===== src/design/predTable.sv =====
module predTable #(
    parameter type entryT = logic,
    parameter int depth = 128
) (
    input logic Clk,
    input logic reset,
    input logic readEn,
    input logic [$clog2(depth)-1:0] readIdx,
    output entryT readEntry,
    output logic readHit,
    input logic writeEn,
    input logic [$clog2(depth)-1:0] writeIdx,
    input entryT writeEntry
);

    entryT mem [depth];
    logic [depth-1:0] valid;

    always_ff @(posedge Clk) begin
        if (writeEn) begin
            mem[writeIdx] <= writeEntry;
        end
    end

    always_ff @(posedge Clk) begin
        if (reset) begin
            valid <= '0;
        end else if (writeEn) begin
            valid[writeIdx] <= 1'b1;
        end
    end

    // sync read returns old data on a same-edge write
    always_ff @(posedge Clk) begin
        if (readEn) begin
            readEntry <= mem[readIdx];
        end
    end

    always_ff @(posedge Clk) begin
        if (reset) begin
            readHit <= 1'b0;
        end else if (readEn) begin
            readHit <= valid[readIdx];
        end
    end

endmodule


===== config.mk =====
export PLATFORM = sky130hd
export DESIGN_NAME = predTable
export DESIGN_NICKNAME = d
export VERILOG_FILES = /design/src/design/predTable.sv
export SDC_FILE = /design/constraint.sdc
export NUM_CORES = 1
export LEC_CHECK = 0
export CAP_MARGIN = 30
export CORE_MARGIN = 5
export CORE_UTILIZATION = 35
export DETAILED_ROUTE_END_ITERATION = 10
export DONT_BUFFER_PORTS = 1
export HOLD_SLACK_MARGIN = 0.12
export PLACE_DENSITY = 0.59
export SLEW_MARGIN = 20
export SYNTH_ARGS = -nofsm -noshare
export SYNTH_HDL_FRONTEND = slang
export SYNTH_SLANG_ARGS = --single-unit

===== constraint.sdc =====
create_clock -name Clk -period 2.4 [get_ports Clk]
set_input_delay 0.24 -clock Clk [delete_from_list [all_inputs] [get_ports Clk]]
set_output_delay 0.24 -clock Clk [all_outputs]
set_load 0.01 [all_outputs]

# Yosys cells after proc, flatten, opt, wreduce, memory -nomap -nowiden
# Memory sizes are Yosys's and may differ from the RTL's. A register that Yosys moved wholly into a read port is not among the register bits.
# Cells that the tools add are included.
# op_classes
div_mod_pow	0
eq_ne	0
n_reduce_logical	1
mul	0
order_cmp	3
n_shift	0
muxes	6
add_sub_neg	0
bitwise_logic	1
# ops
op	count
$or 128x128->128	1
$lt 7x8->1 const B	2
$bmux 1 s7	1
$demux 1 s7	1
$ge 7x1->1 const B	1
$mux 1	4
$logic_and 1x1->1	1
# totals
rom_bits	0
latch_bits	0
register_bits	129
mem_count	1
out_inout_bits	2
elab_cells	14
mem_bits_rw	128
in_bits	19
# mem_list
name	words	word_bits	read_ports	rd_clocked_by_memory_dff	wr	line	rtl
mem	128	1	1	1	1	16	entryT mem [depth];

# Depth between registers and ports, before layout
# depth
ltp_word	5
mapped_depth	9
depth_no_buf	6

# Least setup slack after synthesis
# No wires, ideal clock.
# synth_path
kind	input -> register
start	input port readIdx[0]
end	register readEntry (read register of mem) (data pin)
setup_time_ps	272
n_path_buf	2
cell_stages	6
arrival_ps	1898
required_time_ps	2128
path_slack_ps	230
path_cell_list	buf_2 -> buf_2 -> mux4_2 -> o22ai_1 -> nor4_1 -> mux4_2
# synth_rtl
element	line	rtl
start, declared	8	input logic [$clog2(depth)-1:0] readIdx,
end, declared	9	output entryT readEntry,

# Final worst setup path
# layout_path
start	input port writeIdx[1]
end	register valid[60]
# layout_between
elab_chain_len	5
word_cells_on_any_way	6
classes_between	2 x order compare; 2 x mux; 1 x bitwise; 1 x reduce/logical
# layout_lines
element	line	rtl
start, declared	12	input logic [$clog2(depth)-1:0] writeIdx,
$lt 7x8->1 (not written as such) or $ge 7x1->1 (tied branches)	29	valid[writeIdx] <= 1'b1;
$logic_and 1x1->1 (not written as such)	29	
$mux 1 (not written as such)	29	
$demux 1 s7 (*)	29	
$or 128x128->128 (no source line) (*)	--	
end signal, assigned	27	valid <= '0;
end signal, assigned by index	29	
end, declared	17	logic [depth-1:0] valid;
# Every way passes the cells marked *; elsewhere a longest branch is shown, timed or not.
# A chain may end at the register's enable or synchronous reset.

==> run_results.csv <==
group,metric,value,unit
power,seqPwrFrac,52.2,%
synth,synth_cell_type_count,38,
routing,firstDrtPassIters,5,
floorplan,fp.dieW,182,um
routing,vias_per_cell,5.15,
placed_design,placed_cells,1224,
clocking,cts_root_buf,"clkbuf_16",
worst_hold_path,hp-class,"in2reg",
sta,rsz0062_at_grt,"no",
clocking,ctsLongestPathBuffers,3,
sta,fmax,420,MHz
synth,syn_inst,884,
clocking,clk_pin_slew,60,ps
sta,worstMarginPinSlew,890,ps
synth,ys_ff_latch,258,
global_route,grt_pass1_vias,6635,
clocking,tritoncts,"done",
synth,synth_top_cell_by_area,"edfxtp_1",
synth,synth_area_leaders,"edfxtp_1, dfxtp_1, nor2_1",
synth,synth-simple-area-share,17.9,%
global_route,grt-ovfl-total,0,
routing,route.detailed.drc,0,
global_route,antenna_found_initial,1,
synth,synth_area,10300,um^2
synth,synth-xor-area-share,0,%
sta,final-setup-viol-count,0,
routing,wirelength,26100,um
synth,syn_avg_cell_area,11.7,um^2
sta,setup-tns-final,0,ps
final_layout,drive_gt1_share,12.6,%
placed_design,gp_congestion,0.803,
floorplan,row_count,62,
clocking,cts_sinks,258,
placed_design,portBuffers,0,
power,p_leak,3.89,nW
synth,synth_top_family_by_area,"simple AND/OR/NAND/NOR gates",
synth,yosysTopAreaCellShare,37.5,%
routing,drt-initial-drc-count,660,
synth,ys_seq_area_share,62.5,%
synth,synth-main-ff-cell,"edfxtp_1",
routing,antenna_left,0,
critical_path,critical_path_arrival,2850,ps
power,p_sw,0.00188,W
clocking,clock_latency,520,ps
floorplan,die-area,33000,um^2
clocking,h-tree-depth,1,
final_layout,fillerInstances,2755,
power,vdd_ir_drop_max,478,uV
critical_path,path_class,"in2reg",
synth,synth_edf_count,129,
critical_path,crit_fanout,13,
sta,skew,8.82,ps
power,switching_share,21.1,%
final_layout,diodes,0,
synth,post-synth-top-count-cell,"nor2_1",
synth,synth_top_cells_by_count,"nor2_1, dfxtp_1, edfxtp_1",
routing,route.vias.total,6689,
sta,post-route-min-period,2380,ps
sta,slew_violations,0,
floorplan,core,28900,um^2
floorplan,io_pins,21,
sta,max-slew-margin-rel,40.7,%
placed_design,hpwl,15500,um
final_layout,seq_area,6460,um^2
floorplan,initial_core_util,35.7,%
sta,fin_ws,17.8,ps
worst_hold_path,holdPathStages,2,
sta,hold_viol_final,0,
final_layout,layout.nets,913,
synth,synthMuxAreaShare,15.0,%
critical_path,crit_path_start_kind,"input pin",
routing,wire_per_inst,20.1,um
synth,synth-compound-area-share,2.51,%
floorplan,fp.dieH,182,um
status,status,"finished clean",
critical_path,r2r_setup_slack,330,ps
critical_path,reg2reg_depth,7,
power,pwr-share-clk,43.9,%
critical_path,crit_required,2860,ps
sta,timing.final.crit_share,99.3,%
final_layout,finish.utilization,40.6,%
synth,async_flop_share,0,%
placed_design,post-place-ws,481,ps
critical_path,end_kind,"register",
global_route,grt_max_degree,129,
synth,syn-num-nets,903,
final_layout,syn2layout_area_growth,13.7,%
final_layout,multi_input_area,3650,um^2
clocking,cts_buffers,27,
global_route,grt_pass1_wl,40500,um
global_route,globalRouteTotalUtil,15.7,%
flow_run,max_cap_violations,0,
power,pwr-share-comb,4.0,%
power,power_density,759,nW/um^2
final_layout,fin_cells,1298,
synth,yosys.area_share.adder,0,%
power,p_int,0.00704,W
synth,yosysWarnings,0,
[final timing paths]
check	from	end
setup / recovery	writeIdx[1]	valid[60]
hold / removal	reset	valid[50]
setup reg to reg	valid[74]	readHit
hold reg to reg	valid[98]	valid[98]
[layer usage]
metal	up-vias	GRT usage, %	routed length (um)
met5	-	0	0
met4	0	3.54	430
li1	3125	-	-
met1	3295	21.7	11200
met3	29	3.38	2010
met2	240	25.4	12500
[critical path, stage by stage]
cell and delay, ps:
dlygate4sd3_1 610, or3b_2 550, or2_2 510, nor2_1 230
nor2_1 60, nor2_1 90, dlygate4sd3_1 550
[logic make-up after synthesis]
group,Yosys count
AO/OA/AOI/OAI,38
buffers and inverters,50
flip-flops,258
multiplexers,78
AND/OR/NAND/NOR,460
[power by group through the flow]
stage               logic [W]  clock network [W]  registers, W
floorplan            0.000277                  0       0.00474
global placement     0.000250                  0       0.00475
detailed placement   0.000250                  0       0.00475
CTS                  0.000355            0.00399       0.00465
global route         0.000377            0.00420       0.00465
finish               0.000354            0.00391       0.00465
[placed cells by master (no fill, tap or decap), drive strengths merged, types with 4 or more instances in the layout]
| cell | n |
|---|---|
| dfxtp | 129 |
| nor4 | 4 |
| nor2b | 11 |
| mux2i | 13 |
| o22ai | 17 |
| clkinv | 7 |
| dlygate4sd3 | 23 |
| a22oi | 4 |
| mux4 | 60 |
| nand3b | 4 |
| mux2 | 5 |
| edfxtp | 129 |
| nand2 | 20 |
| clkbuf | 38 |
| nand3 | 15 |
| or2 | 6 |
| nor2 | 388 |
| inv | 4 |
| buf | 5 |
[through the flow]
step           hold slack, ps  instance area [um^2]  power [W]
2_1_floorplan             339                 10300    0.00502
3_3_place_gp              343                 10600    0.00500
3_5_place_dp              343                 10600    0.00500
4_1_cts                   138                 11700    0.00900
5_1_grt                   183                 11700    0.00923
6_report                  159                 11700    0.00892
[state kept, by name, indices dropped and copies added, names as in the netlist]
register and flops:
mem 128, valid 128, readEntry 1, readHit 1
[cell type report]
cell class              instances  area share, %
flip-flops and latches        258           55.0
clock inverters                11          0.756
multi-input cells             576           31.1
repair buffers                 28           2.73
clock buffers                  38           6.27
well taps                     384           4.09
inverters                       3         0.0958
[timing repair]
item                                    4_1_cts  5_1_grt
setup buffers                                 0        0
hold buffers                                 25        0
gates resized for setup                       0        1
hold endpoints to repair                    273        0
endpoints found under the setup margin        0        1
(Power assumes the default switching activity.)
