<file path="config.mk">
export PLATFORM = sky130hd
export DESIGN_NAME = tableIndexer
export DESIGN_NICKNAME = d
export VERILOG_FILES = /design/src/design/tageGeomPkg.sv /design/src/design/tageTypesPkg.sv /design/src/design/tableIndexer.sv /design/src/design/foldHash.sv
export SDC_FILE = /design/constraint.sdc
export NUM_CORES = 1
export LEC_CHECK = 0
export BUFFER_PORTS_ARGS = -buffer_cell sky130_fd_sc_hd__buf_2
export CORE_UTILIZATION = 35
export DETAILED_ROUTE_END_ITERATION = 12
export PLACE_DENSITY = 0.89
export SYNTH_ARGS = -nofsm -noshare
export SYNTH_HDL_FRONTEND = slang
export SYNTH_SLANG_ARGS = --single-unit
export TNS_END_PERCENT = 20
</file>
<file path="constraint.sdc">
create_clock -name vclk -period 1.3
set_clock_uncertainty 0.05 [all_clocks]
set_input_delay 0.26 -clock vclk [all_inputs]
set_output_delay 0.26 -clock vclk [all_outputs]
set_load 0.1 [all_outputs]
</file>
<file path="src/design/tageGeomPkg.sv">
package tageGeomPkg;

    localparam int pcWidth = 32;
    // newest history bit is the msb
    localparam int histWidth = 16;
    localparam int numTagged = 4;

    // base table indexed straight from pc[11:5]
    localparam int baseIdxWidth = 7;
    localparam int pcIdxLsb = 5;
    localparam int pcTagLsb = 12;

    // per tagged table, T1 first
    localparam int tagIdxWidth [numTagged] = '{7, 7, 8, 8};
    localparam int tagWidth [numTagged] = '{7, 7, 8, 8};
    localparam int histLen [numTagged] = '{2, 4, 8, 16};

    // slot widths in the address struct
    localparam int maxIdxWidth = 8;
    localparam int maxTagWidth = 8;

    localparam int ctrWidth = 3;
    localparam int takenThreshold = 4;
    // weakly not taken
    localparam int baseInitCtr = 4;

    localparam int providerWidth = $clog2(numTagged + 1);
    localparam int providerBase = 0;

endpackage
</file>
<file path="src/design/tageTypesPkg.sv">
package tageTypesPkg;

    import tageGeomPkg::*;

    typedef logic [pcWidth-1:0] pc_t;
    typedef logic [histWidth-1:0] hist_t;
    typedef logic [ctrWidth-1:0] ctr_t;

    typedef struct packed {
        ctr_t ctr;
    } baseEntry_t;

    // T1 and T2
    typedef struct packed {
        logic [tagWidth[0]-1:0] tag;
        ctr_t ctr;
    } entry7_t;

    // T3 and T4
    typedef struct packed {
        logic [tagWidth[2]-1:0] tag;
        ctr_t ctr;
    } entry8_t;

    // narrower tables only use the low bits of their slot
    typedef struct packed {
        logic [baseIdxWidth-1:0] baseIdx;
        logic [numTagged-1:0][maxIdxWidth-1:0] tagIdx;
        logic [numTagged-1:0][maxTagWidth-1:0] tag;
    } tableAddr_t;

    // tableNum 0 is the base table
    typedef struct packed {
        logic [providerWidth-1:0] tableNum;
        pc_t pc;
        hist_t hist;
        ctr_t ctr;
        ctr_t useful;
    } update_t;

    typedef struct packed {
        logic taken;
        ctr_t ctr;
        logic [providerWidth-1:0] provider;
        ctr_t [numTagged-1:0] useful;
    } prediction_t;

endpackage

</file>
<file path="src/design/tableIndexer.sv">
module tableIndexer (
    input tageTypesPkg::pc_t pc,
    input tageTypesPkg::hist_t hist,
    output tageTypesPkg::tableAddr_t addr
);

    import tageGeomPkg::*;

    localparam int narrowTag = tagWidth[0];
    localparam int wideTag = tagWidth[numTagged-1];

    logic [narrowTag-1:0] pcFoldNarrow;
    logic [wideTag-1:0] pcFoldWide;
    wire [numTagged-1:0][maxIdxWidth-1:0] idxVec;
    wire [numTagged-1:0][maxTagWidth-1:0] tagVec;

    // pc half of the tag depends only on the tag width
    foldHash #(.inWidth(pcWidth - pcTagLsb), .outWidth(narrowTag)) pcNarrow (
        .in(pc[pcWidth-1:pcTagLsb]),
        .out(pcFoldNarrow)
    );

    foldHash #(.inWidth(pcWidth - pcTagLsb), .outWidth(wideTag)) pcWide (
        .in(pc[pcWidth-1:pcTagLsb]),
        .out(pcFoldWide)
    );

    for (genvar i = 0; i < numTagged; i++) begin : gTable
        localparam int idxW = tagIdxWidth[i];
        localparam int tagW = tagWidth[i];
        localparam int len = histLen[i];

        logic [idxW-1:0] histIdx;
        logic [tagW-1:0] histTag;
        logic [tagW-1:0] pcTag;

        // newest len bits of history
        foldHash #(.inWidth(len), .outWidth(idxW)) idxFold (
            .in(hist[histWidth-1 -: len]),
            .out(histIdx)
        );

        foldHash #(.inWidth(len), .outWidth(tagW)) tagFold (
            .in(hist[histWidth-1 -: len]),
            .out(histTag)
        );

        if (tagW == narrowTag) begin : gNarrow
            assign pcTag = pcFoldNarrow;
        end else begin : gWide
            assign pcTag = pcFoldWide;
        end

        assign idxVec[i] = maxIdxWidth'(pc[pcIdxLsb +: idxW] ^ histIdx);
        assign tagVec[i] = maxTagWidth'(pcTag ^ histTag);
    end

    assign addr = '{
        baseIdx: pc[pcIdxLsb +: baseIdxWidth],
        tagIdx: idxVec,
        tag: tagVec
    };

endmodule

</file>
<file path="src/design/foldHash.sv">
module foldHash #(
    parameter int inWidth = 16,
    parameter int outWidth = 8
) (
    input logic [inWidth-1:0] in,
    output logic [outWidth-1:0] out
);

    localparam int numChunks = (inWidth + outWidth - 1) / outWidth;

    logic [numChunks*outWidth-1:0] padded;

    // last chunk zero-padded at the top
    assign padded = (numChunks * outWidth)'(in);

    always_comb begin
        out = '0;
        for (int c = 0; c < numChunks; c++) begin
            out ^= padded[c*outWidth +: outWidth];
        end
    end

endmodule

</file>
==> results.py, run 1 <==
metrics = {
    "outcome": {
        "outcome": "did not finish",
        "failed_stage": "detailed placement (3_5_place_dp)",
        "firstError": "[ERROR DPL-0038] Utilization greater than 100%, impossible to legalize",
    },
    "synth": {
        "syn-cell-area_um2": 967,
        "yosysUniqueCellTypes": 9,
        "yosysWarnings": 0,
        "syn-instance-count": 96,
        "syn-mean-instance-area_um2": 10.1,
        "ys_seq_area_frac": 0,
    },
    "placement": {
        "gp_congestion": 0.736,
        "port_buffers": 110,
    },
    "die": {
        "dieWidth_um": 54.6,
        "die_y_um": 54.6,
        "start_util": 0.380,
        "rows": 18,
        "ios": 119,
    },
}
metrics by stage:
| stage | area, µm² | instances | setup slack [ns] | setup TNS, ns | hold slack, ns |
|---|---|---|---|---|---|
| 3_3_place_gp | 3390 | 270 | -0.250 | -4.60 | 0.841 |
| 2_1_floorplan | 1570 | 99 | -0.702 | -19.93 | 0.666 |
kinds of logic after synthesis:
kind of cell / after synthesis / share of synthesized area
XOR/XNOR: 69 / 0.798
other: 1 / 0.00388
buffers and inverters: 26 / 0.198
cell usage after synthesis:
cell type | instances | share of area
xor2_1 | 27 | 0.24
buf_2 | 3 | 0.016
xnor2_1 | 28 | 0.25
buf_4 | 22 | 0.17
xnor3_1 | 10 | 0.23
xor2_2 | 3 | 0.050
xnor2_2 | 1 | 0.017
conb_1 | 1 | 0.0039
buf_6 | 1 | 0.012
==> run 2: changes to the inputs <==
--- a/config.mk
+++ b/config.mk
@@ -6,9 +6,9 @@
 export NUM_CORES = 1
 export LEC_CHECK = 0
 export BUFFER_PORTS_ARGS = -buffer_cell sky130_fd_sc_hd__buf_2
-export CORE_UTILIZATION = 35
+export CORE_UTILIZATION = 20
 export DETAILED_ROUTE_END_ITERATION = 12
-export PLACE_DENSITY = 0.89
+export PLACE_DENSITY_LB_ADDON = 0.15
 export SYNTH_ARGS = -nofsm -noshare
 export SYNTH_HDL_FRONTEND = slang
 export SYNTH_SLANG_ARGS = --single-unit
==> run 2 against run 1 <==
Effect of this change: the flow now finishes, with violations (setup timing); synthesized cell count did not move; synthesized area did not move.
==> results.py, run 2 <==
metrics = {
    "detailed_routing": {
        "firstDrtPassIters": 5,
        "routedWlPerCell_um": 19.3,
        "drt_iter0_markers": 19,
        "drc_errors": 0,
        "ant_nets": 0,
        "via_per_inst": 4.14,
        "wl_met3_um": 350,
        "wirelength_met1_um": 1630,
        "met2_length_um": 3580,
        "maxUsedRoutingLayer": "met4",
        "drt_wl_total_um": 5600,
        "dr_total_vias": 1201,
    },
    "synth": {
        "synth.area.top_cells": "xnor2_1 (25%), xor2_1 (24%), xnor3_1 (23%)",
        "ys_seq_area_frac": 0,
        "yosys.area_share.xor_xnor": 0.798,
        "synth_top_area_cell": "xnor2_1",
        "synth.most_common_cell": "xnor2_1",
        "syn-instance-count": 96,
        "syn-mean-instance-area_um2": 10.1,
        "yosysWarnings": 0,
        "synth_common_cells": "xnor2_1 (28), xor2_1 (27), buf_4 (22)",
        "syn-cell-area_um2": 967,
        "yosysUniqueCellTypes": 9,
        "synth_compound_area_frac": 0,
        "synth_mux_area_frac": 0,
        "yosysTopAreaCellShare": 0.254,
        "synthAdderAreaFrac": 0,
        "synth-simple-area-share": 0,
        "synth_top_family_by_area": "XOR/XNOR gates",
    },
    "worst_setup_path": {
        "end_kind": "primary output",
        "worstPathMaxFanout": 2,
        "cp.required_ns": 0.99,
        "worstSetupPathType": "input port to primary output",
        "critPathLaunchType": "input port",
        "critPathArrivalTime_ns": 1.25,
    },
    "die": {
        "rows": 24,
        "ios": 119,
        "die_y_um": 71.5,
        "start_util": 0.215,
        "core_area_mm2": 0.00450,
        "dieWidth_um": 71.5,
        "dieArea_mm2": 0.00512,
    },
    "grt": {
        "grt_overflow": 0,
        "grt_pass1_wl_um": 7650,
        "antenna_found_initial": 0,
        "grt_usage": 0.194,
        "grt_max_degree": 6,
        "grt_pass1_vias": 1467,
    },
    "timing": {
        "setup_slack_ns": -0.260,
        "fin_crit_ns": 1.56,
        "min_period_over_period": 1.20,
        "setup_viol": 39,
        "max_freq_mhz": 641,
        "rsz0062_at_grt": "true",
        "drv_slew": 0,
        "hold_viol_final": 0,
    },
    "final_layout": {
        "fin_area_mm2": 0.00412,
        "seq_cell_count": 0,
        "drive_above_1_share": 0.937,
        "layout_common_cells": "buf_12 (76), buf_6 (34), buf_4 (31)",
        "num_antenna_cells": 0,
        "finalNetCount": 288,
        "regArea_um2": 0,
        "clock_buffers": 0,
        "area_delta_synth_final_pct": 326,
        "layout_commonest_cell": "buf_12",
    },
    "flow_run": {
        "cap_violations": 0,
    },
    "power_and_ir_drop": {
        "power_density_mw_per_mm2": 1180,
        "peakVddDrop_v": 0.000838,
        "p_leak_nw": 1.83,
    },
    "placement": {
        "placedInstanceArea_mm2": 0.00337,
        "hpwl_um": 3710,
        "port_buffers": 110,
        "gp_congestion": 0.743,
        "place_ws_ns": -0.275,
    },
    "min_path": {
        "hold_path.class": "input port to primary output",
        "min_path_cells": 3,
        "min_from": "pc[5]",
        "whs_endpoint": "addr[48]",
    },
    "outcome": {
        "violations": "setup timing",
        "outcome": "finished with violations",
    },
}
[run 2: routing by layer]
metal / GRT usage / vias to the layer above
met5: 0 / -
met4: 0.0283 / 0
met3: 0.0352 / 4
met2: 0.440 / 78
met1: 0.173 / 580
li1: - / 539
[run 2: power by group]
group / internal (mW) / leakage (nW) / total (mW) / switching, mW
Combinational: 1.88 / 1.83 / 4.86 / 2.97
Sequential: 0 / 0 / 0 / 0
Clock: 0 / 0 / 0 / 0
[run 2: critical path, cell delays in order]
cell     delay [ns]
buf_6          0.07
xnor3_2        0.48
xnor2_2        0.23
buf_12         0.21
[run 2: worst max path at each step]
stage,from,to,slack [ns],cells past startpoint
3_5_place_dp,pc[23],addr[27],-0.27,4
5_1_grt,pc[23],addr[27],-0.29,4
4_1_cts,pc[31],addr[27],-0.27,4
6_report,pc[23],addr[27],-0.26,4
2_1_floorplan,hist[14],addr[62],-0.70,3
3_3_place_gp,pc[23],addr[27],-0.26,4
[run 2: final cells by class]
type,count,area [µm²]
tap,52,65.1
fill,141,388
timing repair buffer,165,2370
multi-input combinational,73,1680
[run 2: kinds of logic after synthesis]
family / after synthesis
buffers and inverters: 26
other: 1
XOR/XNOR: 69
[run 2: through the flow]
step                      setup TNS (ns)   util  hold slack (ns)  power, mW  std cells
final                              -3.20  0.914            0.826       4.86        290
after global routing               -4.29  0.914            0.832       4.97        290
after CTS                          -3.36  0.863            0.824       4.74        289
after detailed placement           -6.25  0.749            0.846       4.50        289
after global placement             -5.07  0.749            0.838       4.45        289
after floorplan                   -19.93      -            0.666       2.87         99
[run 2: timing repair]
action | in CTS | in global routing
resized for setup | 98 | 42
hold buffers | 0 | 0
setup endpoints to repair | 48 | 46
buffers inserted | 1 | 3
pin swaps | 30 | 16
hold endpoints to repair | 0 | 0
No activity file was read; power rests on OpenSTA's default activity.
