## src/design/tageGeomPkg.sv

```systemverilog
package tageGeomPkg;

    localparam int pcWidth = 32;
    // newest history bit is the msb
    localparam int histWidth = 16;
    localparam int numTagged = 4;

    // base table indexed straight from pc[11:5]
    localparam int baseIdxWidth = 7;
    localparam int pcIdxLsb = 5;
    localparam int pcTagLsb = 12;

    // per tagged table, T1 first
    localparam int tagIdxWidth [numTagged] = '{7, 7, 8, 8};
    localparam int tagWidth [numTagged] = '{7, 7, 8, 8};
    localparam int histLen [numTagged] = '{2, 4, 8, 16};

    // slot widths in the address struct
    localparam int maxIdxWidth = 8;
    localparam int maxTagWidth = 8;

    localparam int ctrWidth = 3;
    localparam int takenThreshold = 4;
    // weakly not taken
    localparam int baseInitCtr = 4;

    localparam int providerWidth = $clog2(numTagged + 1);
    localparam int providerBase = 0;

endpackage
```

## src/design/tageTypesPkg.sv

```systemverilog
package tageTypesPkg;

    import tageGeomPkg::*;

    typedef logic [pcWidth-1:0] pc_t;
    typedef logic [histWidth-1:0] hist_t;
    typedef logic [ctrWidth-1:0] ctr_t;

    typedef struct packed {
        ctr_t ctr;
    } baseEntry_t;

    // T1 and T2
    typedef struct packed {
        logic [tagWidth[0]-1:0] tag;
        ctr_t ctr;
    } entry7_t;

    // T3 and T4
    typedef struct packed {
        logic [tagWidth[2]-1:0] tag;
        ctr_t ctr;
    } entry8_t;

    // narrower tables only use the low bits of their slot
    typedef struct packed {
        logic [baseIdxWidth-1:0] baseIdx;
        logic [numTagged-1:0][maxIdxWidth-1:0] tagIdx;
        logic [numTagged-1:0][maxTagWidth-1:0] tag;
    } tableAddr_t;

    // tableNum 0 is the base table
    typedef struct packed {
        logic [providerWidth-1:0] tableNum;
        pc_t pc;
        hist_t hist;
        ctr_t ctr;
        ctr_t useful;
    } update_t;

    typedef struct packed {
        logic taken;
        ctr_t ctr;
        logic [providerWidth-1:0] provider;
        ctr_t [numTagged-1:0] useful;
    } prediction_t;

endpackage

```

## src/design/usefulTable.sv

```systemverilog
module usefulTable #(
    parameter int depth = 128
) (
    input logic Clk,
    input logic reset,
    input logic clear,
    input logic readEn,
    input logic [$clog2(depth)-1:0] readIdx,
    output tageTypesPkg::ctr_t readUseful,
    input logic writeEn,
    input logic [$clog2(depth)-1:0] writeIdx,
    input tageTypesPkg::ctr_t writeUseful
);

    import tageTypesPkg::*;

    ctr_t useful [depth];

    // global clear beats a single-entry write
    always_ff @(posedge Clk) begin
        if (reset || clear) begin
            useful <= '{default: '0};
        end else if (writeEn) begin
            useful[writeIdx] <= writeUseful;
        end
    end

    always_ff @(posedge Clk) begin
        if (readEn) begin
            readUseful <= useful[readIdx];
        end
    end

endmodule

```

## config.mk

```make
export PLATFORM = sky130hd
export DESIGN_NAME = usefulTable
export DESIGN_NICKNAME = d
export VERILOG_FILES = /design/src/design/tageGeomPkg.sv /design/src/design/tageTypesPkg.sv /design/src/design/usefulTable.sv
export SDC_FILE = /design/constraint.sdc
export NUM_CORES = 1
export LEC_CHECK = 0
export ABC_CLOCK_PERIOD_IN_PS = 9760
export BUFFER_PORTS_ARGS = -buffer_cell sky130_fd_sc_hd__buf_2
export CORE_MARGIN = 5
export CORE_UTILIZATION = 40
export CTS_BUF_LIST = sky130_fd_sc_hd__clkbuf_4 sky130_fd_sc_hd__clkbuf_8 sky130_fd_sc_hd__clkbuf_16
export DETAILED_ROUTE_END_ITERATION = 10
export PLACE_DENSITY = 0.61
export SLEW_MARGIN = 20
export SYNTH_ARGS = -nofsm -noshare
export SYNTH_HDL_FRONTEND = slang
export SYNTH_SLANG_ARGS = --single-unit
```

## constraint.sdc

```tcl
create_clock -name Clk -period 9.76 [get_ports Clk]
set_input_delay 1.952 -clock Clk [delete_from_list [all_inputs] [get_ports Clk]]
set_output_delay 1.952 -clock Clk [all_outputs]
set_load 0.05 [all_outputs]
```

# Word-level counts from Yosys, hierarchy flattened
# Cells that the tools add are included.
# totals
word_cells	142
input_bits	22
output_inout_bits	3
reg_bits	387
# classes
reduce_logical	2
n_bitwise	2
order_cmp	3
muxes	6
# op_table
cell	n
$bwmux W384	1
$bmux W3 S7	1
$demux W3 S7	1
$ge A8 B8 Y1 const B	2
$not A7 Y8	2
$mux W3	3
$lt A8 B1 Y1 const B	1
$logic_and A1 B1 Y1	1
$logic_or A1 B1 Y1	1

# Longest topological paths before layout
# Gate-level depths: netlist of the first run.
# logic_depth
word_depth	6
depth_mapped	8

# Worst setup path after synthesis of the first run
# OpenSTA, ideal clock, no wires.
# synth_path
path_type	input -> register
startpoint	input port readIdx[2]
endpoint	register readUseful[0] (data pin)
n_path_buf	3
t_arrival_ns	4.252
required_time_ns	9.500
slack_ns	5.248
setup_time_ns	0.260
stages	7
path_cell_list	clkbuf_1 -> buf_2 -> clkbuf_1 -> mux4_2 -> mux4_2 -> mux4_2 -> mux2_2
# synth_via
elab_chain_len	4
# synth_lines
item	line	rtl
start: declaration	usefulTable.sv:8	input logic [$clog2(depth)-1:0] readIdx,
$not A7 Y8 (not written as such)	usefulTable.sv:30	readUseful <= useful[readIdx];
$bmux W3 S7	usefulTable.sv:30	
$mux W3 (not written as such) (2 in a row)	usefulTable.sv:30	
end signal: assignment	usefulTable.sv:30	
end: declaration	usefulTable.sv:9	output tageTypesPkg::ctr_t readUseful,
# No other way between the ends. The select of a mux whose other input is x is not followed.
# A chain may end at the register's enable or synchronous reset.

# Worst setup path after layout of the first run
# layout_path
startpoint	input port readIdx[0]
endpoint	register readUseful[2] (data pin)
# Same word-level chain as after synthesis.

==> results of run 1 <==
-- worst register-to-register path, delay by kind of cell, from the launching register on --
| family | cells | cell delay (ns) |
|---|---|---|
| flops | 1 | 0.33 |
| mux | 4 | 1.82 |
-- layer usage --
metal	vias up	global-route usage (%)	routed length, um
met1	7122	27.3	21500
met4	4	5.28	1010
met2	430	32.4	22900
met3	83	3.97	3300
met5	-	0	14
li1	6760	-	-
-- registers in the layout (all words and copies together) (netlist names) --
name	flops
readUseful	3
useful	384
-- Yosys cell counts --
cell	instances
mux4_2	126
edfxtp_1	3
nand2_1	373
nand4b_1	7
clkbuf_1	184
nor4b_1	4
buf_2	7
or4b_1	1
dfxtp_1	384
and4b_1	3
nor2_1	116
nand3_1	201
buf_1	17
nor4_1	2
buf_6	5
nand4bb_1	3
mux2_2	3
or2_1	1
nor2b_1	12
nor4bb_1	10
mux2i_1	75
a21oi_1	309
o21ai_1	120
nand4_1	6
-- power by group --
part	internal (mW)	switching (mW)
clock network	0.928	0.647
logic	0.0435	0.137
registers	1.58	0.00126
total	2.55	0.785
-- final timing paths --
kind	slack (ns)	from	depth (start not counted)	end
setup / recovery	4.76	readIdx[0]	6	readUseful[2]
hold reg to reg	0.45	useful[269]	2	useful[269]
setup reg to reg	7.37	useful[8]	4	readUseful[2]
hold / removal	0.45	useful[269]	2	useful[269]
-- per-stage QoR --
step	total power, mW	area [um2]	instances	utilization, %	setup slack (ns)
detailed placement	1.80	18100	2406	41.1	4.12
global placement	1.80	18100	2406	41.1	4.23
finish	3.34	19500	2481	44.3	4.76
CTS	3.37	19400	2480	44.3	4.72
floorplan	1.75	17600	1972	-	5.25
global route	3.45	19400	2480	44.3	4.55
-- layout make-up --
type                    instances  area, um2  area share (%)
diodes                          1       2.50          0.0129
clock buffers                  65       1320            6.76
clock inverters                 9       60.1           0.309
multi-input cells            1372       9180            47.2
flip-flops and latches        387       7780            40.0
well taps                     592        741            3.81
repair buffers                 55        382            1.96
-- cell families after synthesis --
kind of cell    count (synthesis)
compound gates                429
buf+inv                       213
flops                         387
simple gates                  739
mux                           204
==> results.sh, run 1 <==
export IMPL_drv_cap=0
export IMPL_layout_commonest_cell="dfxtp_1"
export IMPL_grt_pass1_vias=14000
export IMPL_crit_path_frequent_cell="mux4_2"
export IMPL_synth_fa_ha_area_share_pct=0
export IMPL_slew_viol_final=0
export IMPL_drtPass1Iterations=7
export IMPL_synth_avg_cell_area_um2=8.94
export IMPL_numCtsBuffers=43
export IMPL_synth_top_family_by_area="multiplexers"
export IMPL_io_pins=25
export IMPL_ctsHoldBuffers=0
export IMPL_peakVddDrop_mv=0.119
export IMPL_dp_hpwl_um=29600
export IMPL_synth_cell_types=24
export IMPL_coreArea_mm2=0.0439
export IMPL_timing_hold_ws_ns=0.453
export IMPL_initial_core_util_pct=40.1
export IMPL_period_needed_ns=5.00
export IMPL_io_buffer_count=24
export IMPL_synth_simple_gate_area_share_pct=18.4
export IMPL_ant_nets=0
export IMPL_yosysTopAreaCellShare_pct=43.6
export IMPL_htreeDepth=2
export IMPL_grt_pass1_wl_um=77500
export IMPL_synth_top_area_cell="dfxtp_1"
export IMPL_cp_slowest_cell="buf_4"
export IMPL_setup_viol=0
export IMPL_track_usage_pct=19.9
export IMPL_cp_data_arrival_time_ns=5.30
export IMPL_cts_buffer_depth=3
export IMPL_synth_mux_area_share_pct=20.5
export IMPL_routed_via_density=5.80
export IMPL_worst_path_buf_inv=2
export IMPL_power_density_mw_per_mm2=172
export IMPL_run_status="complete, no violations"
export IMPL_ys_ff_latch=387
export IMPL_critPathKind="input port to register"
export IMPL_drc=0
export IMPL_yosys_warnings=0
export IMPL_layout_common_cells="384 x dfxtp_1, 373 x nand2_1, 309 x a21oi_1"
export IMPL_drt_initial_drc_count=1422
export IMPL_die_h_um=220
export IMPL_clk_pin_slew_ns=0.06
export IMPL_rsz0062_at_grt="false"
export IMPL_hold_viol_final=0
export IMPL_wire_per_inst_um=19.6
export IMPL_timing_fmax_mhz=200
export IMPL_syn_to_final_growth_pct=10.3
export IMPL_synthCells=1972
export IMPL_worst_pin_slew_ns=1.14
export IMPL_worstPathCellList="buf_6, buf_4, mux4_2, mux4_2, mux4_2, mux2_2"
export IMPL_cp_max_fo=51
export IMPL_drive_above_1_share_pct=14.4
export IMPL_slew_headroom_pct=23.7
export IMPL_die_width_um=220
export IMPL_wl_um=48700
export IMPL_final_nets=1881
export IMPL_ys_seq_area_share_pct=44.1
export IMPL_max_stage_delay_ns=0.79
export IMPL_synthXorXnorAreaFrac_pct=0
export IMPL_post_route_period_util_pct=51.2
export IMPL_clk_latency_ns=0.56
export IMPL_grt_max_degree=242
export IMPL_fin_worst_skew_ns=0.0169
export IMPL_synth_compound_area_share_pct=12.2
export IMPL_tritoncts="done"
export IMPL_clock_root_buffer="clkbuf_16"
export IMPL_leakagePower_nw=6.09
export IMPL_n_fill_cell=4203
export IMPL_required_ns=10.07
export IMPL_synth_nets=1994
export IMPL_hp_class="register to register"
export IMPL_synthTopCellsByArea="dfxtp_1 44%, mux4_2 16%, a21oi_1 8.8%, nand2_1 7.9%, nand3_1 5.7%"
export IMPL_num_vias=14400
export IMPL_grt_ovfl_total=0
export IMPL_gp_congestion=0.825
export IMPL_cp_start_kind="input port"
export IMPL_cts_sinks=387
export IMPL_dieArea_mm2=0.0484
export IMPL_path_delay_family="multiplexers"
export IMPL_post_cts_resize_count=0
export IMPL_postCtsSetupRepairBufs=0
export IMPL_setup_tns_ns=0
export IMPL_antenna_found_initial=3
export IMPL_syn_area_mm2=0.0176
export IMPL_crit_path_end_kind="register"
export IMPL_rows=77
Power figures use the tool's default switching activity.
==> run 2: changes to the inputs <==
--- a/config.mk
+++ b/config.mk
@@ -5,7 +5,8 @@
 export SDC_FILE = /design/constraint.sdc
 export NUM_CORES = 1
 export LEC_CHECK = 0
-export ABC_CLOCK_PERIOD_IN_PS = 9760
+export ABC_AREA = 1
+export ABC_CLOCK_PERIOD_IN_PS = 5200
 export BUFFER_PORTS_ARGS = -buffer_cell sky130_fd_sc_hd__buf_2
 export CORE_MARGIN = 5
 export CORE_UTILIZATION = 40
==> constraint.sdc (replaced) <==
create_clock -name Clk -period 5.2 [get_ports Clk]
set_input_delay 1.04 -clock Clk [delete_from_list [all_inputs] [get_ports Clk]]
set_output_delay 1.04 -clock Clk [all_outputs]
set_load 0.05 [all_outputs]
==> run 2 against run 1 <==
  * Combinational power grew to 2.7 times the previous value
  * First-iteration DRC count is 10% higher
  * Hold slack improved by 0.0046 ns
  * Critical path depth increased by 7
  * Clock-buffer cell count decreased by 2
  * Utilization down 0.35 points
  * Power grew 98%
  * Sequential power up 89%
  * Clock power grew 100%
  * Non-clock buffer count shrank 11
  * Via count rose by 24%
  * Largest cell class unchanged
==> results.sh, run 2 <==
export IMPL_run_status="complete, no violations"
export IMPL_antenna_found_initial=0
export IMPL_syn_area_mm2=0.0191
export IMPL_hold_viol_final=0
export IMPL_clk_latency_ns=0.58
export IMPL_worst_pin_slew_ns=1.09
export IMPL_cts_buffer_depth=3
export IMPL_initial_core_util_pct=40.2
export IMPL_cts_sinks=387
export IMPL_regArea_mm2=0.00778
export IMPL_multiInputGateArea_mm2=0.00981
export IMPL_required_ns=5.65
export IMPL_numCtsBuffers=44
export IMPL_io_buffer_count=24
export IMPL_worstPathCellList="buf_6, inv_6, buf_12, nand2_1, nand3_1, nand3_1, nand3_1, nand2_1, nand2_1, nand3_1, nand2_1, nand2_1, nand2_1"
export IMPL_setup_tns_ns=0
export IMPL_clk_pin_slew_ns=0.06
export IMPL_post_route_period_util_pct=53.6
export IMPL_synth_avg_cell_area_um2=6.69
export IMPL_cp_start_kind="input port"
export IMPL_max_stage_delay_ns=0.50
export IMPL_grt_pass1_wl_um=90400
export IMPL_cp_max_fo=114
export IMPL_postCtsSetupRepairBufs=0
export IMPL_clock_root_buffer="clkbuf_16"
export IMPL_synthTopCellsByArea="dfxtp_1 40%, nand2_1 19%, nand3_1 9.1%, a21oi_1 6.4%, nor2_1 6.1%"
export IMPL_dp_hpwl_um=33200
export IMPL_worstRegToRegCells=10
export IMPL_yosys_warnings=0
export IMPL_ctsHoldBuffers=0
export IMPL_synthTopCellsByCount="990 x nand2_1, 384 x dfxtp_1, 348 x nand3_1"
export IMPL_synthCells=2855
export IMPL_drtPass1Iterations=6
export IMPL_setup_viol=0
export IMPL_n_antenna_cell=0
export IMPL_peakVddDrop_mv=0.207
export IMPL_grt_max_degree=121
export IMPL_synth_most_common_cell="nand2_1"
export IMPL_synth_cell_types=24
export IMPL_crit_path_frequent_cell="nand2_1"
export IMPL_die_h_um=229
export IMPL_rsz0062_at_grt="false"
export IMPL_cp_slowest_cell="buf_12"
export IMPL_final_nets=2794
export IMPL_grt_ovfl_total=0
export IMPL_dp_cells=3341
export IMPL_tritoncts="done"
export IMPL_hold_depth=2
export IMPL_grt_pass1_vias=17100
export IMPL_synth_edf_count=3
export IMPL_hp_class="register to register"
export IMPL_ys_ff_latch=387
export IMPL_slew_headroom_pct=26.8
export IMPL_drive_above_1_share_pct=10.1
export IMPL_drv_cap=0
export IMPL_ant_nets=0
export IMPL_dieArea_mm2=0.0523
export IMPL_routed_via_density=5.22
export IMPL_n_fill_cell=4805
export IMPL_ys_seq_area_share_pct=40.7
export IMPL_top_regs="useful (384), readUseful (3)"
export IMPL_critPathKind="input port to register"
export IMPL_coreArea_mm2=0.0475
export IMPL_wire_per_inst_um=16.5
export IMPL_yosysTopAreaCellShare_pct=40.2
export IMPL_syn_to_final_growth_pct=9.29
export IMPL_power_density_mw_per_mm2=316
export IMPL_drc=0
export IMPL_wl_um=56500
export IMPL_synthFlopType="dfxtp_1"
export IMPL_num_vias=17800
export IMPL_synth_nets=2877
export IMPL_rows=80
export IMPL_period_needed_ns=2.79
export IMPL_io_pins=25
export IMPL_drt_initial_drc_count=1567
export IMPL_layout_common_cells="990 x nand2_1, 384 x dfxtp_1, 348 x nand3_1"
export IMPL_synth_async_sr_flop_share_pct=0
export IMPL_die_width_um=229
export IMPL_track_usage_pct=21.0
export IMPL_fin_worst_skew_ns=0.0205
export IMPL_top_register="useful"
export IMPL_slew_viol_final=0
export IMPL_leakagePower_nw=7.20
export IMPL_layout_commonest_cell="nand2_1"
export IMPL_crit_path_end_kind="register"
export IMPL_htreeDepth=2
export IMPL_largest_register_ffs=384
export IMPL_cp_data_arrival_time_ns=3.24
export IMPL_synth_top_area_cell="dfxtp_1"
export IMPL_gp_congestion=0.851
export IMPL_timing_fmax_mhz=359
export IMPL_stdcell_count=3421
export IMPL_post_cts_resize_count=0
## run 2: cell count changes after synthesis, moves of 110 or more
cell	before	now
mux4_2	126	0
clkbuf_1	184	74
o21ai_1	120	0
nand2_1	373	990
inv_1	0	134
nand3_1	201	348
nor2_1	116	309
## run 2: layer usage
metal	routed length (um)	up-vias	share of wire, %	GRT usage, %
met3	3350	127	5.9	3.66
met1	25200	8272	45	27.7
li1	-	8903	-	-
met2	25800	546	46	34.6
met4	2140	0	3.8	7.94
met5	0	-	0	0
## run 2: cell type report
class | instances | area share (%)
sequential | 387 | 37.2
clock inverter | 17 | 0.725
timing repair buffer | 44 | 1.83
multi-input combinational | 2116 | 47.0
inverter | 179 | 3.28
clock buffer | 63 | 6.28
tap | 615 | 3.68
## run 2: cell families after synthesis
kind of cell | count (synthesis) | share of synthesized area, %
AND/OR/NAND/NOR | 1846 | 43.8
flip-flops | 387 | 40.7
buffers and inverters | 352 | 7.99
AO/OA/AOI/OAI | 270 | 7.56
## run 2: path summary, 6_finish.rpt
| check | startpoint | end | slack (ns) |
|---|---|---|---|
| worst min register to register | useful[124] | useful[124] | 0.46 |
| worst min-delay path | useful[124] | useful[124] | 0.46 |
| worst max-delay path | readIdx[0] | readUseful[0] | 2.41 |
| worst max register to register | useful[288] | readUseful[0] | 3.66 |
## run 2: power breakdown
group / internal [mW] / leakage [nW] / switching [mW]
sequential: 2.98 / 3.12 / 0.00441
clock: 1.86 / 0.745 / 1.29
combinational: 0.0928 / 3.33 / 0.386
total: 4.93 / 7.20 / 1.68
## run 2: through the flow
step,utilization [%],hold WS [ns],power (mW),area [um2],setup slack (ns)
2_1_floorplan,-,0.439,3.37,19100,2.86
3_3_place_gp,40.8,0.448,3.52,19400,1.88
3_5_place_dp,40.8,0.451,3.52,19400,1.87
4_1_cts,43.9,0.460,6.66,20900,2.48
5_1_grt,43.9,0.471,6.83,20900,2.27
6_report,43.9,0.458,6.60,20900,2.41
## run 2: critical path, delay by kind of cell
family	cells	cell delay, ns
AND/OR/NAND/NOR	10	1.07
buffers and inverters	3	1.05
