**src/design/tageGeomPkg.sv**
```systemverilog
package tageGeomPkg;

    localparam int pcWidth = 32;
    // newest history bit is the msb
    localparam int histWidth = 16;
    localparam int numTagged = 4;

    // base table indexed straight from pc[11:5]
    localparam int baseIdxWidth = 7;
    localparam int pcIdxLsb = 5;
    localparam int pcTagLsb = 12;

    // per tagged table, T1 first
    localparam int tagIdxWidth [numTagged] = '{7, 7, 8, 8};
    localparam int tagWidth [numTagged] = '{7, 7, 8, 8};
    localparam int histLen [numTagged] = '{2, 4, 8, 16};

    // slot widths in the address struct
    localparam int maxIdxWidth = 8;
    localparam int maxTagWidth = 8;

    localparam int ctrWidth = 3;
    localparam int takenThreshold = 4;
    // weakly not taken
    localparam int baseInitCtr = 4;

    localparam int providerWidth = $clog2(numTagged + 1);
    localparam int providerBase = 0;

endpackage
```
**src/design/tageTypesPkg.sv**
```systemverilog
package tageTypesPkg;

    import tageGeomPkg::*;

    typedef logic [pcWidth-1:0] pc_t;
    typedef logic [histWidth-1:0] hist_t;
    typedef logic [ctrWidth-1:0] ctr_t;

    typedef struct packed {
        ctr_t ctr;
    } baseEntry_t;

    // T1 and T2
    typedef struct packed {
        logic [tagWidth[0]-1:0] tag;
        ctr_t ctr;
    } entry7_t;

    // T3 and T4
    typedef struct packed {
        logic [tagWidth[2]-1:0] tag;
        ctr_t ctr;
    } entry8_t;

    // narrower tables only use the low bits of their slot
    typedef struct packed {
        logic [baseIdxWidth-1:0] baseIdx;
        logic [numTagged-1:0][maxIdxWidth-1:0] tagIdx;
        logic [numTagged-1:0][maxTagWidth-1:0] tag;
    } tableAddr_t;

    // tableNum 0 is the base table
    typedef struct packed {
        logic [providerWidth-1:0] tableNum;
        pc_t pc;
        hist_t hist;
        ctr_t ctr;
        ctr_t useful;
    } update_t;

    typedef struct packed {
        logic taken;
        ctr_t ctr;
        logic [providerWidth-1:0] provider;
        ctr_t [numTagged-1:0] useful;
    } prediction_t;

endpackage

```
**src/design/predictSelect.sv**
```systemverilog
module predictSelect (
    input logic Clk,
    input logic reset,
    input logic stall,
    input logic flush,
    input logic validIn,
    input logic [tageGeomPkg::numTagged-1:0][tageGeomPkg::maxTagWidth-1:0] lookupTag,
    input tageTypesPkg::baseEntry_t baseEntry,
    input logic baseHit,
    input tageTypesPkg::entry7_t t1Entry,
    input tageTypesPkg::entry7_t t2Entry,
    input tageTypesPkg::entry8_t t3Entry,
    input tageTypesPkg::entry8_t t4Entry,
    input logic t1Hit,
    input logic t2Hit,
    input logic t3Hit,
    input logic t4Hit,
    input tageTypesPkg::ctr_t [tageGeomPkg::numTagged-1:0] usefulIn,
    output logic predValid,
    output tageTypesPkg::prediction_t pred
);

    import tageGeomPkg::*;
    import tageTypesPkg::*;

    logic [numTagged-1:0] tagHit;
    ctr_t [numTagged-1:0] tagCtr;
    prediction_t nextPred;

    // valid entry plus matching tag
    assign tagHit = {
        t4Hit && (t4Entry.tag == lookupTag[3][tagWidth[3]-1:0]),
        t3Hit && (t3Entry.tag == lookupTag[2][tagWidth[2]-1:0]),
        t2Hit && (t2Entry.tag == lookupTag[1][tagWidth[1]-1:0]),
        t1Hit && (t1Entry.tag == lookupTag[0][tagWidth[0]-1:0])
    };

    assign tagCtr = {t4Entry.ctr, t3Entry.ctr, t2Entry.ctr, t1Entry.ctr};

    // longest history hit wins, base table otherwise
    always_comb begin
        nextPred.provider = providerWidth'(providerBase);
        nextPred.ctr = baseHit ? baseEntry.ctr : ctrWidth'(baseInitCtr);
        for (int i = 0; i < numTagged; i++) begin
            if (tagHit[i]) begin
                nextPred.provider = providerWidth'(i + 1);
                nextPred.ctr = tagCtr[i];
            end
        end
        nextPred.taken = nextPred.ctr > takenThreshold;
        nextPred.useful = usefulIn;
    end

    always_ff @(posedge Clk) begin
        if (reset) begin
            predValid <= 1'b0;
        end else if (!stall) begin
            predValid <= validIn && !flush;
        end
    end

    // held while stalled
    always_ff @(posedge Clk) begin
        if (!stall) begin
            pred <= nextPred;
        end
    end

endmodule

```
**config.mk**
```make
export PLATFORM = sky130hd
export DESIGN_NAME = predictSelect
export DESIGN_NICKNAME = d
export VERILOG_FILES = /design/src/design/tageGeomPkg.sv /design/src/design/tageTypesPkg.sv /design/src/design/predictSelect.sv
export SDC_FILE = /design/constraint.sdc
export NUM_CORES = 1
export LEC_CHECK = 0
export BUFFER_PORTS_ARGS = -buffer_cell sky130_fd_sc_hd__buf_2
export CAP_MARGIN = 15
export CORE_UTILIZATION = 32
export CTS_BUF_LIST = sky130_fd_sc_hd__clkbuf_4 sky130_fd_sc_hd__clkbuf_8 sky130_fd_sc_hd__clkbuf_16
export CTS_CLUSTER_DIAMETER = 150
export DETAILED_ROUTE_END_ITERATION = 12
export PLACE_DENSITY = 0.86
export SETUP_SLACK_MARGIN = 0.3
export SYNTH_ARGS = -nofsm -noshare
export SYNTH_HDL_FRONTEND = slang
export SYNTH_SLANG_ARGS = --single-unit
```
**constraint.sdc**
```tcl
create_clock -name Clk -period 1.4 [get_ports Clk]
set_input_delay 0.14 -clock Clk [delete_from_list [all_inputs] [get_ports Clk]]
set_output_delay 0.14 -clock Clk [all_outputs]
set_load 0.03 [all_outputs]
```
# --- Word-level counts from Yosys, hierarchy flattened ---
# Cells that the tools add are included.
# Widths: inputs -> output; s select.
op_classes:
  magnitude_cmp: 1
  eq_ne: 4
  mux: 5
  reduce_logical: 6
op_table:
  columns: ["operator", "count"]
  rows:
  - ["$mux 6", 4]
  - ["$eq 8x8->1", 2]
  - ["$eq 7x7->1", 2]
  - ["$logic_and 1x1->1", 5]
  - ["$gt 3x3->1 const B", 1]
  - ["$mux 3", 1]
  - ["$logic_not 1->1", 1]
word_totals:
  ff_bits: 20
  input_bits: 99
  output_inout_bits: 20
  word_cells: 24

# --- Depth between registers and ports, before layout ---
# Gate-level depths: netlist of the first run.
depth:
  depth_word: 7
  ltp_mapped: 6
  ltp_nobuf: 6

# --- Worst setup path after synthesis of the first run ---
# OpenSTA, ideal clock, no wires.
synth_timing:
  path_kind: "input -> register"
  start: "input port lookupTag[23] (netlist name)"
  end: "register pred[18] (netlist name), data pin"
  setup_ns: 0.254
  t_arrival_ns: 1.186
  required_ns: 1.146
  slack_ns: -0.040
  path_stages: 6
  path_buffers: 0
  path_cell_list: "xnor2_1 -> nand3_1 -> nor3_4 -> a311oi_1 -> o21a_1 -> o2bb2a_4"
synth_rtl:
  columns: ["item", "line", "source"]
  rows:
  - ["start, declared", "predictSelect.sv:7", "input logic [tageGeomPkg::numTagged-1:0][tageGeomPkg::maxTagWidth-1:0] lookupTag,"]
  - ["end signal, assigned", "predictSelect.sv:65", "pred <= nextPred;"]
  - ["end, declared", "predictSelect.sv:20", "output tageTypesPkg::prediction_t pred"]

==> results of run 1 <==
[registers in the layout, summed over array words and instances (netlist names)]
name,cells
pred,19
predValid,1
[routing by layer]
| layer | vias to the layer above | global-route usage (%) | share of wire (%) |
|---|---|---|---|
| met5 | - | 0 | 0 |
| met1 | 544 | 16.34 | 40 |
| met4 | 0 | 3.779 | 0.69 |
| met2 | 74 | 27.15 | 52 |
| met3 | 2 | 2.737 | 8.1 |
| li1 | 625 | - | - |
[metrics by stage]
| step | TNS, ns | std cells | setup slack (ns) |
|---|---|---|---|
| after floorplan | -0.03847 | 97 | -0.03847 |
| after global placement | -0.5915 | 265 | -0.2578 |
| after detailed placement | -0.7258 | 265 | -0.2997 |
| after CTS | 0 | 270 | 0.04040 |
| after global routing | -0.09773 | 273 | -0.07806 |
| final | 0 | 273 | 0.01220 |
[worst paths after layout]
kind | start | endpoint | slack, ns | depth (start not counted)
setup / recovery | lookupTag[2] | pred[18]$_DFFE_PN_ | 0.01 | 7
hold / removal | reset | predValid$_SDFFE_PP0N_ | 0.04 | 2
setup reg to reg | predValid$_SDFFE_PP0N_ | predValid$_SDFFE_PP0N_ | 0.81 | 2
hold reg to reg | predValid$_SDFFE_PP0N_ | predValid$_SDFFE_PP0N_ | 0.49 | 2
[critical path, delay by kind of cell]
family / cells / cell delay, ns
AO/OA/AOI/OAI: 4 / 0.80
AND/OR/NAND/NOR: 1 / 0.20
XOR/XNOR: 1 / 0.16
buffers and inverters: 1 / 0.11
[synthesized netlist by cell type]
| master | n |
|---|---|
| a2bb2oi_2 | 1 |
| a21o_1 | 2 |
| nor3_4 | 2 |
| o311ai_1 | 1 |
| nor2_1 | 5 |
| o211ai_1 | 2 |
| a21oi_2 | 1 |
| nor4_1 | 1 |
| a311oi_1 | 1 |
| and4_1 | 2 |
| nor3_1 | 2 |
| nand2b_1 | 1 |
| dfxtp_1 | 1 |
| a21oi_1 | 1 |
| edfxtp_1 | 19 |
| xnor2_1 | 30 |
| a211o_1 | 1 |
| or2_4 | 1 |
| o2bb2a_4 | 1 |
| o21a_1 | 1 |
| nand2_1 | 4 |
| nand3_1 | 4 |
| a31oi_1 | 1 |
| a311oi_2 | 1 |
| inv_1 | 2 |
| nor3b_1 | 1 |
| nor2b_1 | 1 |
| nand4_1 | 6 |
| o21ai_0 | 1 |
[timing repair]
item	CTS	global route
hold endpoints to repair	0	0
endpoints found under the setup margin	5	5
setup buffers	1	3
resized for setup	8	26
pin swaps	5	13
[cells by family (layout without fill, tap and decap cells)]
family | after synthesis | in the layout
flops | 20 | 20
compound gates | 15 | 15
xor+xnor | 30 | 30
buf+inv | 2 | 132
simple gates | 30 | 30
[cell type report]
type	count	area share (%)
Tap cell	46	2.609
Sequential cell	20	26.77
Timing Repair Buffer	126	34.15
Clock inverter	1	0.1702
Inverter	2	0.3403
Multi-Input combinational cell	75	34.09
Clock buffer	3	1.872
[power by group through the flow]
stage | Combinational, W | Clock (W) | Sequential [W]
final | 0.000533 | 0.000359 | 0.000714
after floorplan | 0.000146 | 0 | 0.000823
after global placement | 0.000446 | 0 | 0.000726
after detailed placement | 0.000454 | 0 | 0.000728
after global routing | 0.000572 | 0.000392 | 0.000718
after CTS | 0.000472 | 0.000368 | 0.000715
==> results.sh, run 1 <==
export IMPL_nNetsFinal=327
export IMPL_synth_mux_area_share_pct=0
export IMPL_final_hold_viol_count=0
export IMPL_multi_input_area_um2=752.0
export IMPL_yosys_warnings=0
export IMPL_synth_compound_area_share_pct=11.71
export IMPL_path_clk_slew_ns=0.07
export IMPL_crit_fanout=4
export IMPL_drive_above_1_share_pct=68.72
export IMPL_finalCritPeriodShare_pct=99.13
export IMPL_power_switching_w=0.0004291
export IMPL_initial_core_util_pct=34.46
export IMPL_netlist_area_leader_share_pct=48.10
export IMPL_drtPass1Iterations=3
export IMPL_drcViolationCount=0
export IMPL_antenna_found_initial=0
export IMPL_clock_sinks=20
export IMPL_final_util_pct=64.09
export IMPL_fin_area_um2=2206
export IMPL_rsz0062_at_grt="yes"
export IMPL_wl_um=3059
export IMPL_hold_buffers=0
export IMPL_dieArea_um2=3954
export IMPL_num_rows=21
export IMPL_vias_per_cell=4.560
export IMPL_die_h_um=62.88
export IMPL_core_um2=3442
export IMPL_track_usage_pct=14.44
export IMPL_die_w_um=62.88
export IMPL_p_per_area_nw_per_um2=728.2
export IMPL_cts_buffers=3
export IMPL_synth_top_family_by_area="XOR/XNOR gates"
export IMPL_maxCapViolations=0
export IMPL_ios=119
export IMPL_synth_fp_nets=196
export IMPL_insertedDiodeCount=0
export IMPL_synthAdderAreaFrac_pct=0
export IMPL_hold_slack_ns=0.03852
export IMPL_power_total_w=0.001606
export IMPL_period_needed_ns=1.388
export IMPL_p_leak_nw=1.047
export IMPL_startpoint_type="input port"
export IMPL_synth_avg_cell_area_um2=12.23
export IMPL_grt_pass1_vias=1156
export IMPL_yosys_area_top_type="edfxtp_1"
export IMPL_vias=1245
export IMPL_worst_pin_slew_ns=0.3058
export IMPL_finalMaxSlewViolations=0
export IMPL_hp_class="in2reg"
export IMPL_cts_tree="done"
export IMPL_grt_first_pass_wirelength_um=4491
export IMPL_clock_path_buffers=2
export IMPL_seqCellArea_um2=590.6
export IMPL_htreeDepth=1
export IMPL_worstPathRequired_ns=1.42
export IMPL_layout_commonest_cell="buf_2"
export IMPL_max_slew_margin_rel_pct=79.29
export IMPL_critPathCaptureType="flop"
export IMPL_cp_slowest_stage_delay_ns=0.26
export IMPL_cp_slowest_cell="o211ai_1"
export IMPL_clockPowerShare_pct=22.4
export IMPL_portBuffers=116
export IMPL_ys_seq_area_share_pct=49.79
export IMPL_p_int_w=0.001177
export IMPL_fillers=267
export IMPL_area_delta_synth_final_pct=85.97
export IMPL_mappedNetlistArea_um2=1186
export IMPL_path_cells="buf_2, xnor2_2, nand4_1, o211ai_1, a311oi_2, o21a_1, o2bb2a_4"
export IMPL_fmax_mhz=720.6
export IMPL_dp_hpwl_um=2503
export IMPL_synth_simple_area_share_pct=15.72
export IMPL_place_congestion=0.7487
export IMPL_run_status="complete, no violations"
export IMPL_antenna_left=0
export IMPL_most_common_layout_cells="buf_2, edfxtp_1, xnor2_2, xnor2_1, buf_6"
export IMPL_synth_cells=97
export IMPL_peakVddDrop_v=0.0003791
export IMPL_critPathKind="in2reg"
export IMPL_grt_ovfl_total=0
export IMPL_grt_start_max_net_pins=20
export IMPL_cp_arrival_ns=1.40
export IMPL_cts_root_buf="clkbuf_8"
export IMPL_wl_per_cell_um=11.21
export IMPL_synthDistinctLibCells=29
export IMPL_synthXorXnorAreaFrac_pct=22.15
export IMPL_combPwrFrac_pct=33.2
export IMPL_synth_area_leaders="edfxtp_1, xnor2_1, nand4_1, nor3_4, dfxtp_1"
export IMPL_clk_latency_ns=0.25
export IMPL_ys_ff_latch=20
export IMPL_skew_ns=0
export IMPL_placed_area_um2=1919
export IMPL_switching_share_pct=26.71
export IMPL_drt_iter0_markers=30
export IMPL_share_seq_of_total_power_pct=44.5
export IMPL_setup_viol=0
Power figures use the tool's default switching activity.
==> inputs of run 2 (changes only) <==
--- a/config.mk
+++ b/config.mk
@@ -5,13 +5,16 @@
 export SDC_FILE = /design/constraint.sdc
 export NUM_CORES = 1
 export LEC_CHECK = 0
+export ABC_AREA = 1
 export BUFFER_PORTS_ARGS = -buffer_cell sky130_fd_sc_hd__buf_2
 export CAP_MARGIN = 15
-export CORE_UTILIZATION = 32
+export CELL_PAD_IN_SITES_DETAIL_PLACEMENT = 0
+export CELL_PAD_IN_SITES_GLOBAL_PLACEMENT = 1
+export CORE_UTILIZATION = 23
 export CTS_BUF_LIST = sky130_fd_sc_hd__clkbuf_4 sky130_fd_sc_hd__clkbuf_8 sky130_fd_sc_hd__clkbuf_16
 export CTS_CLUSTER_DIAMETER = 150
 export DETAILED_ROUTE_END_ITERATION = 12
-export PLACE_DENSITY = 0.86
+export PLACE_DENSITY = 0.85
 export SETUP_SLACK_MARGIN = 0.3
 export SYNTH_ARGS = -nofsm -noshare
 export SYNTH_HDL_FRONTEND = slang
==> results.sh, run 2 <==
export IMPL_synth_avg_cell_area_um2=6.376
export IMPL_nNetsFinal=495
export IMPL_met1_length_um=1873
export IMPL_skew_ns=0
export IMPL_largest_reg_flops=19
export IMPL_synth_commonest_cells="nand2_1, inv_1, nor2_1"
export IMPL_ios=119
export IMPL_track_usage_pct=10.99
export IMPL_drive_above_1_share_pct=53.92
export IMPL_hold_slack_ns=0.02990
export IMPL_synth_cells=260
export IMPL_critPathCaptureType="flop"
export IMPL_clock_path_buffers=2
export IMPL_initial_core_util_pct=24.13
export IMPL_cts_buffers=3
export IMPL_rsz0062_at_grt="yes"
export IMPL_grt_start_max_net_pins=20
export IMPL_grt_first_pass_wirelength_um=6831
export IMPL_p_per_area_nw_per_um2=671.2
export IMPL_dieArea_um2=7552
export IMPL_dr_max_layer_used="met4"
export IMPL_maxCapViolations=0
export IMPL_wl_per_cell_um=9.513
export IMPL_yosys_warnings=0
export IMPL_drtPass1Iterations=4
export IMPL_wl_um=4671
export IMPL_final_hold_viol_count=0
export IMPL_mappedNetlistArea_um2=1658
export IMPL_synthDistinctLibCells=25
export IMPL_place_congestion=0.8085
export IMPL_cp_num_buf_inv=3
export IMPL_core_um2=6869
export IMPL_worstPathRequired_ns=1.42
export IMPL_finalMaxSlewViolations=0
export IMPL_vias_per_cell=4.006
export IMPL_period_needed_ns=1.153
export IMPL_p_leak_nw=1.606
export IMPL_worst_pin_slew_ns=0.2787
export IMPL_vias=1967
export IMPL_synth_edf_count=19
export IMPL_cp_slowest_cell="nor2_4"
export IMPL_critPathKind="in2reg"
export IMPL_max_slew_margin_rel_pct=81.36
export IMPL_portBuffers=116
export IMPL_synth_async_reset_ratio_pct=0
export IMPL_insertedDiodeCount=0
export IMPL_drcViolationCount=0
export IMPL_crit_fanout=4
export IMPL_synth_area_leaders="edfxtp_1, nand2_1, inv_1, nor2_1, nand3_1"
export IMPL_wl_met2_um=2368
export IMPL_placed_area_um2=2474
export IMPL_setup_viol=0
export IMPL_startpoint_type="input port"
export IMPL_cp_common_cell="nand2_2"
export IMPL_run_status="complete, no violations"
export IMPL_reg_top3="pred: 19 flops, predValid: 1 flops"
export IMPL_ys_ff_latch=20
export IMPL_cts_tree="done"
export IMPL_yosysMostFrequentCell="nand2_1"
export IMPL_synth_fp_nets=359
export IMPL_regMostFlops="pred"
export IMPL_ys_seq_area_share_pct=35.62
export IMPL_dr_wl_met3_um=408
export IMPL_peakVddDrop_v=0.0003408
export IMPL_finalCritPeriodShare_pct=82.34
export IMPL_hp_class="in2reg"
export IMPL_cp_slowest_stage_delay_ns=0.17
export IMPL_die_h_um=86.90
export IMPL_path_clk_slew_ns=0.07
export IMPL_cp_arrival_ns=1.17
export IMPL_area_delta_synth_final_pct=74.19
export IMPL_most_common_layout_cells="buf_2, nand2_1, inv_1, nand2_2, edfxtp_1"
export IMPL_die_w_um=86.90
export IMPL_yosys_area_top_type="edfxtp_1"
export IMPL_antenna_found_initial=1
export IMPL_fin_area_um2=2888
export IMPL_netlist_area_leader_share_pct=34.42
export IMPL_clk_latency_ns=0.25
export IMPL_path_cells="buf_8, inv_4, nand2_4, nand2_4, nor2_4, nand3_4, nor2_4, nand2_2, nand2_1, inv_1, nand2_2, nand2_2, nor2_2, nor2_2"
export IMPL_drt_iter0_markers=22
export IMPL_cts_root_buf="clkbuf_8"
export IMPL_grt_ovfl_total=0
export IMPL_antenna_left=0
export IMPL_fmax_mhz=867.4
export IMPL_grt_pass1_vias=1757
export IMPL_critPathTopFamily="simple AND/OR/NAND/NOR gates"
export IMPL_htreeDepth=1
export IMPL_power_total_w=0.001938
export IMPL_dp_hpwl_um=3800
export IMPL_num_rows=30
export IMPL_layout_commonest_cell="buf_2"
export IMPL_synth_ff_type="edfxtp_1"
export IMPL_clock_sinks=20
## run 2: changes by cell type after synthesis, moves of 5 or more
cell / previous run / this run
a21oi_1: 1 / 6
inv_1: 2 / 64
nand2_1: 4 / 87
nand2_2: 0 / 8
nand3_1: 4 / 13
nand4_1: 6 / 1
nor2_1: 5 / 23
nor2_2: 0 / 6
o21ai_0: 1 / 8
xnor2_1: 30 / 3
## run 2: path summary, 6_finish.rpt
path | slack (ns) | to | cells past startpoint | startpoint
min reg2reg | 0.46 | predValid$_SDFFE_PP0N_ | 2 | predValid$_SDFFE_PP0N_
max reg2reg | 0.82 | predValid$_SDFFE_PP0N_ | 2 | predValid$_SDFFE_PP0N_
max | 0.25 | pred[18]$_DFFE_PN_ | 14 | t3Entry[5]
min | 0.03 | predValid$_SDFFE_PP0N_ | 2 | reset
## run 2: cell type report
cell class | instances | area [µm²]
Inverter | 66 | 275.3
Tap cell | 96 | 120.1
Fill cell | 734 | 3981
Sequential cell | 20 | 590.6
Clock inverter | 1 | 30.03
Clock buffer | 3 | 41.29
Multi-Input combinational cell | 174 | 1042
Timing Repair Buffer | 131 | 788.3
## run 2: repair_timing
action,in CTS,in global routing
setup endpoints to repair,4,6
hold buffers,0,0
pin swaps,14,36
resized for setup,13,68
buffers inserted,3,3
hold endpoints to repair,0,0
gates cloned,0,0
## run 2: per-layer routing
layer / vias to the layer above / global-route usage [%]
met3: 2 / 2.370
met4: 0 / 1.818
met1: 840 / 12.78
met2: 71 / 20.76
met5: - / 0
li1: 1054 / -
## run 2: per-stage QoR
stage | utilization (%) | TNS, ns | setup slack, ns | std cells
6_report | 42.04 | 0 | 0.2472 | 491
3_3_place_gp | 36.01 | -0.05857 | -0.05857 | 481
2_1_floorplan | - | 0 | 0.1863 | 260
5_1_grt | 42.04 | 0 | 0.1364 | 491
4_1_cts | 38.16 | 0 | 0.2287 | 488
3_5_place_dp | 36.01 | -0.1151 | -0.07795 | 481
## run 2: power by group
| part | switching [W] | internal (W) | leakage (nW) | total (W) |
|---|---|---|---|---|
| clock network | 0.000180 | 0.000381 | 0.0357 | 0.000561 |
| registers | 0.0000115 | 0.000705 | 0.193 | 0.000716 |
| logic | 0.000373 | 0.000288 | 1.38 | 0.000661 |
| total | 0.000564 | 0.00137 | 1.61 | 0.00194 |
## run 2: logic make-up (layout without fill, tap and decap cells)
family	Yosys count	in the layout	synth area share (%)
flops	20	20	35.62
simple gates	152	152	41.58
buf+inv	66	201	14.94
compound gates	18	18	5.736
xor+xnor	4	4	2.114
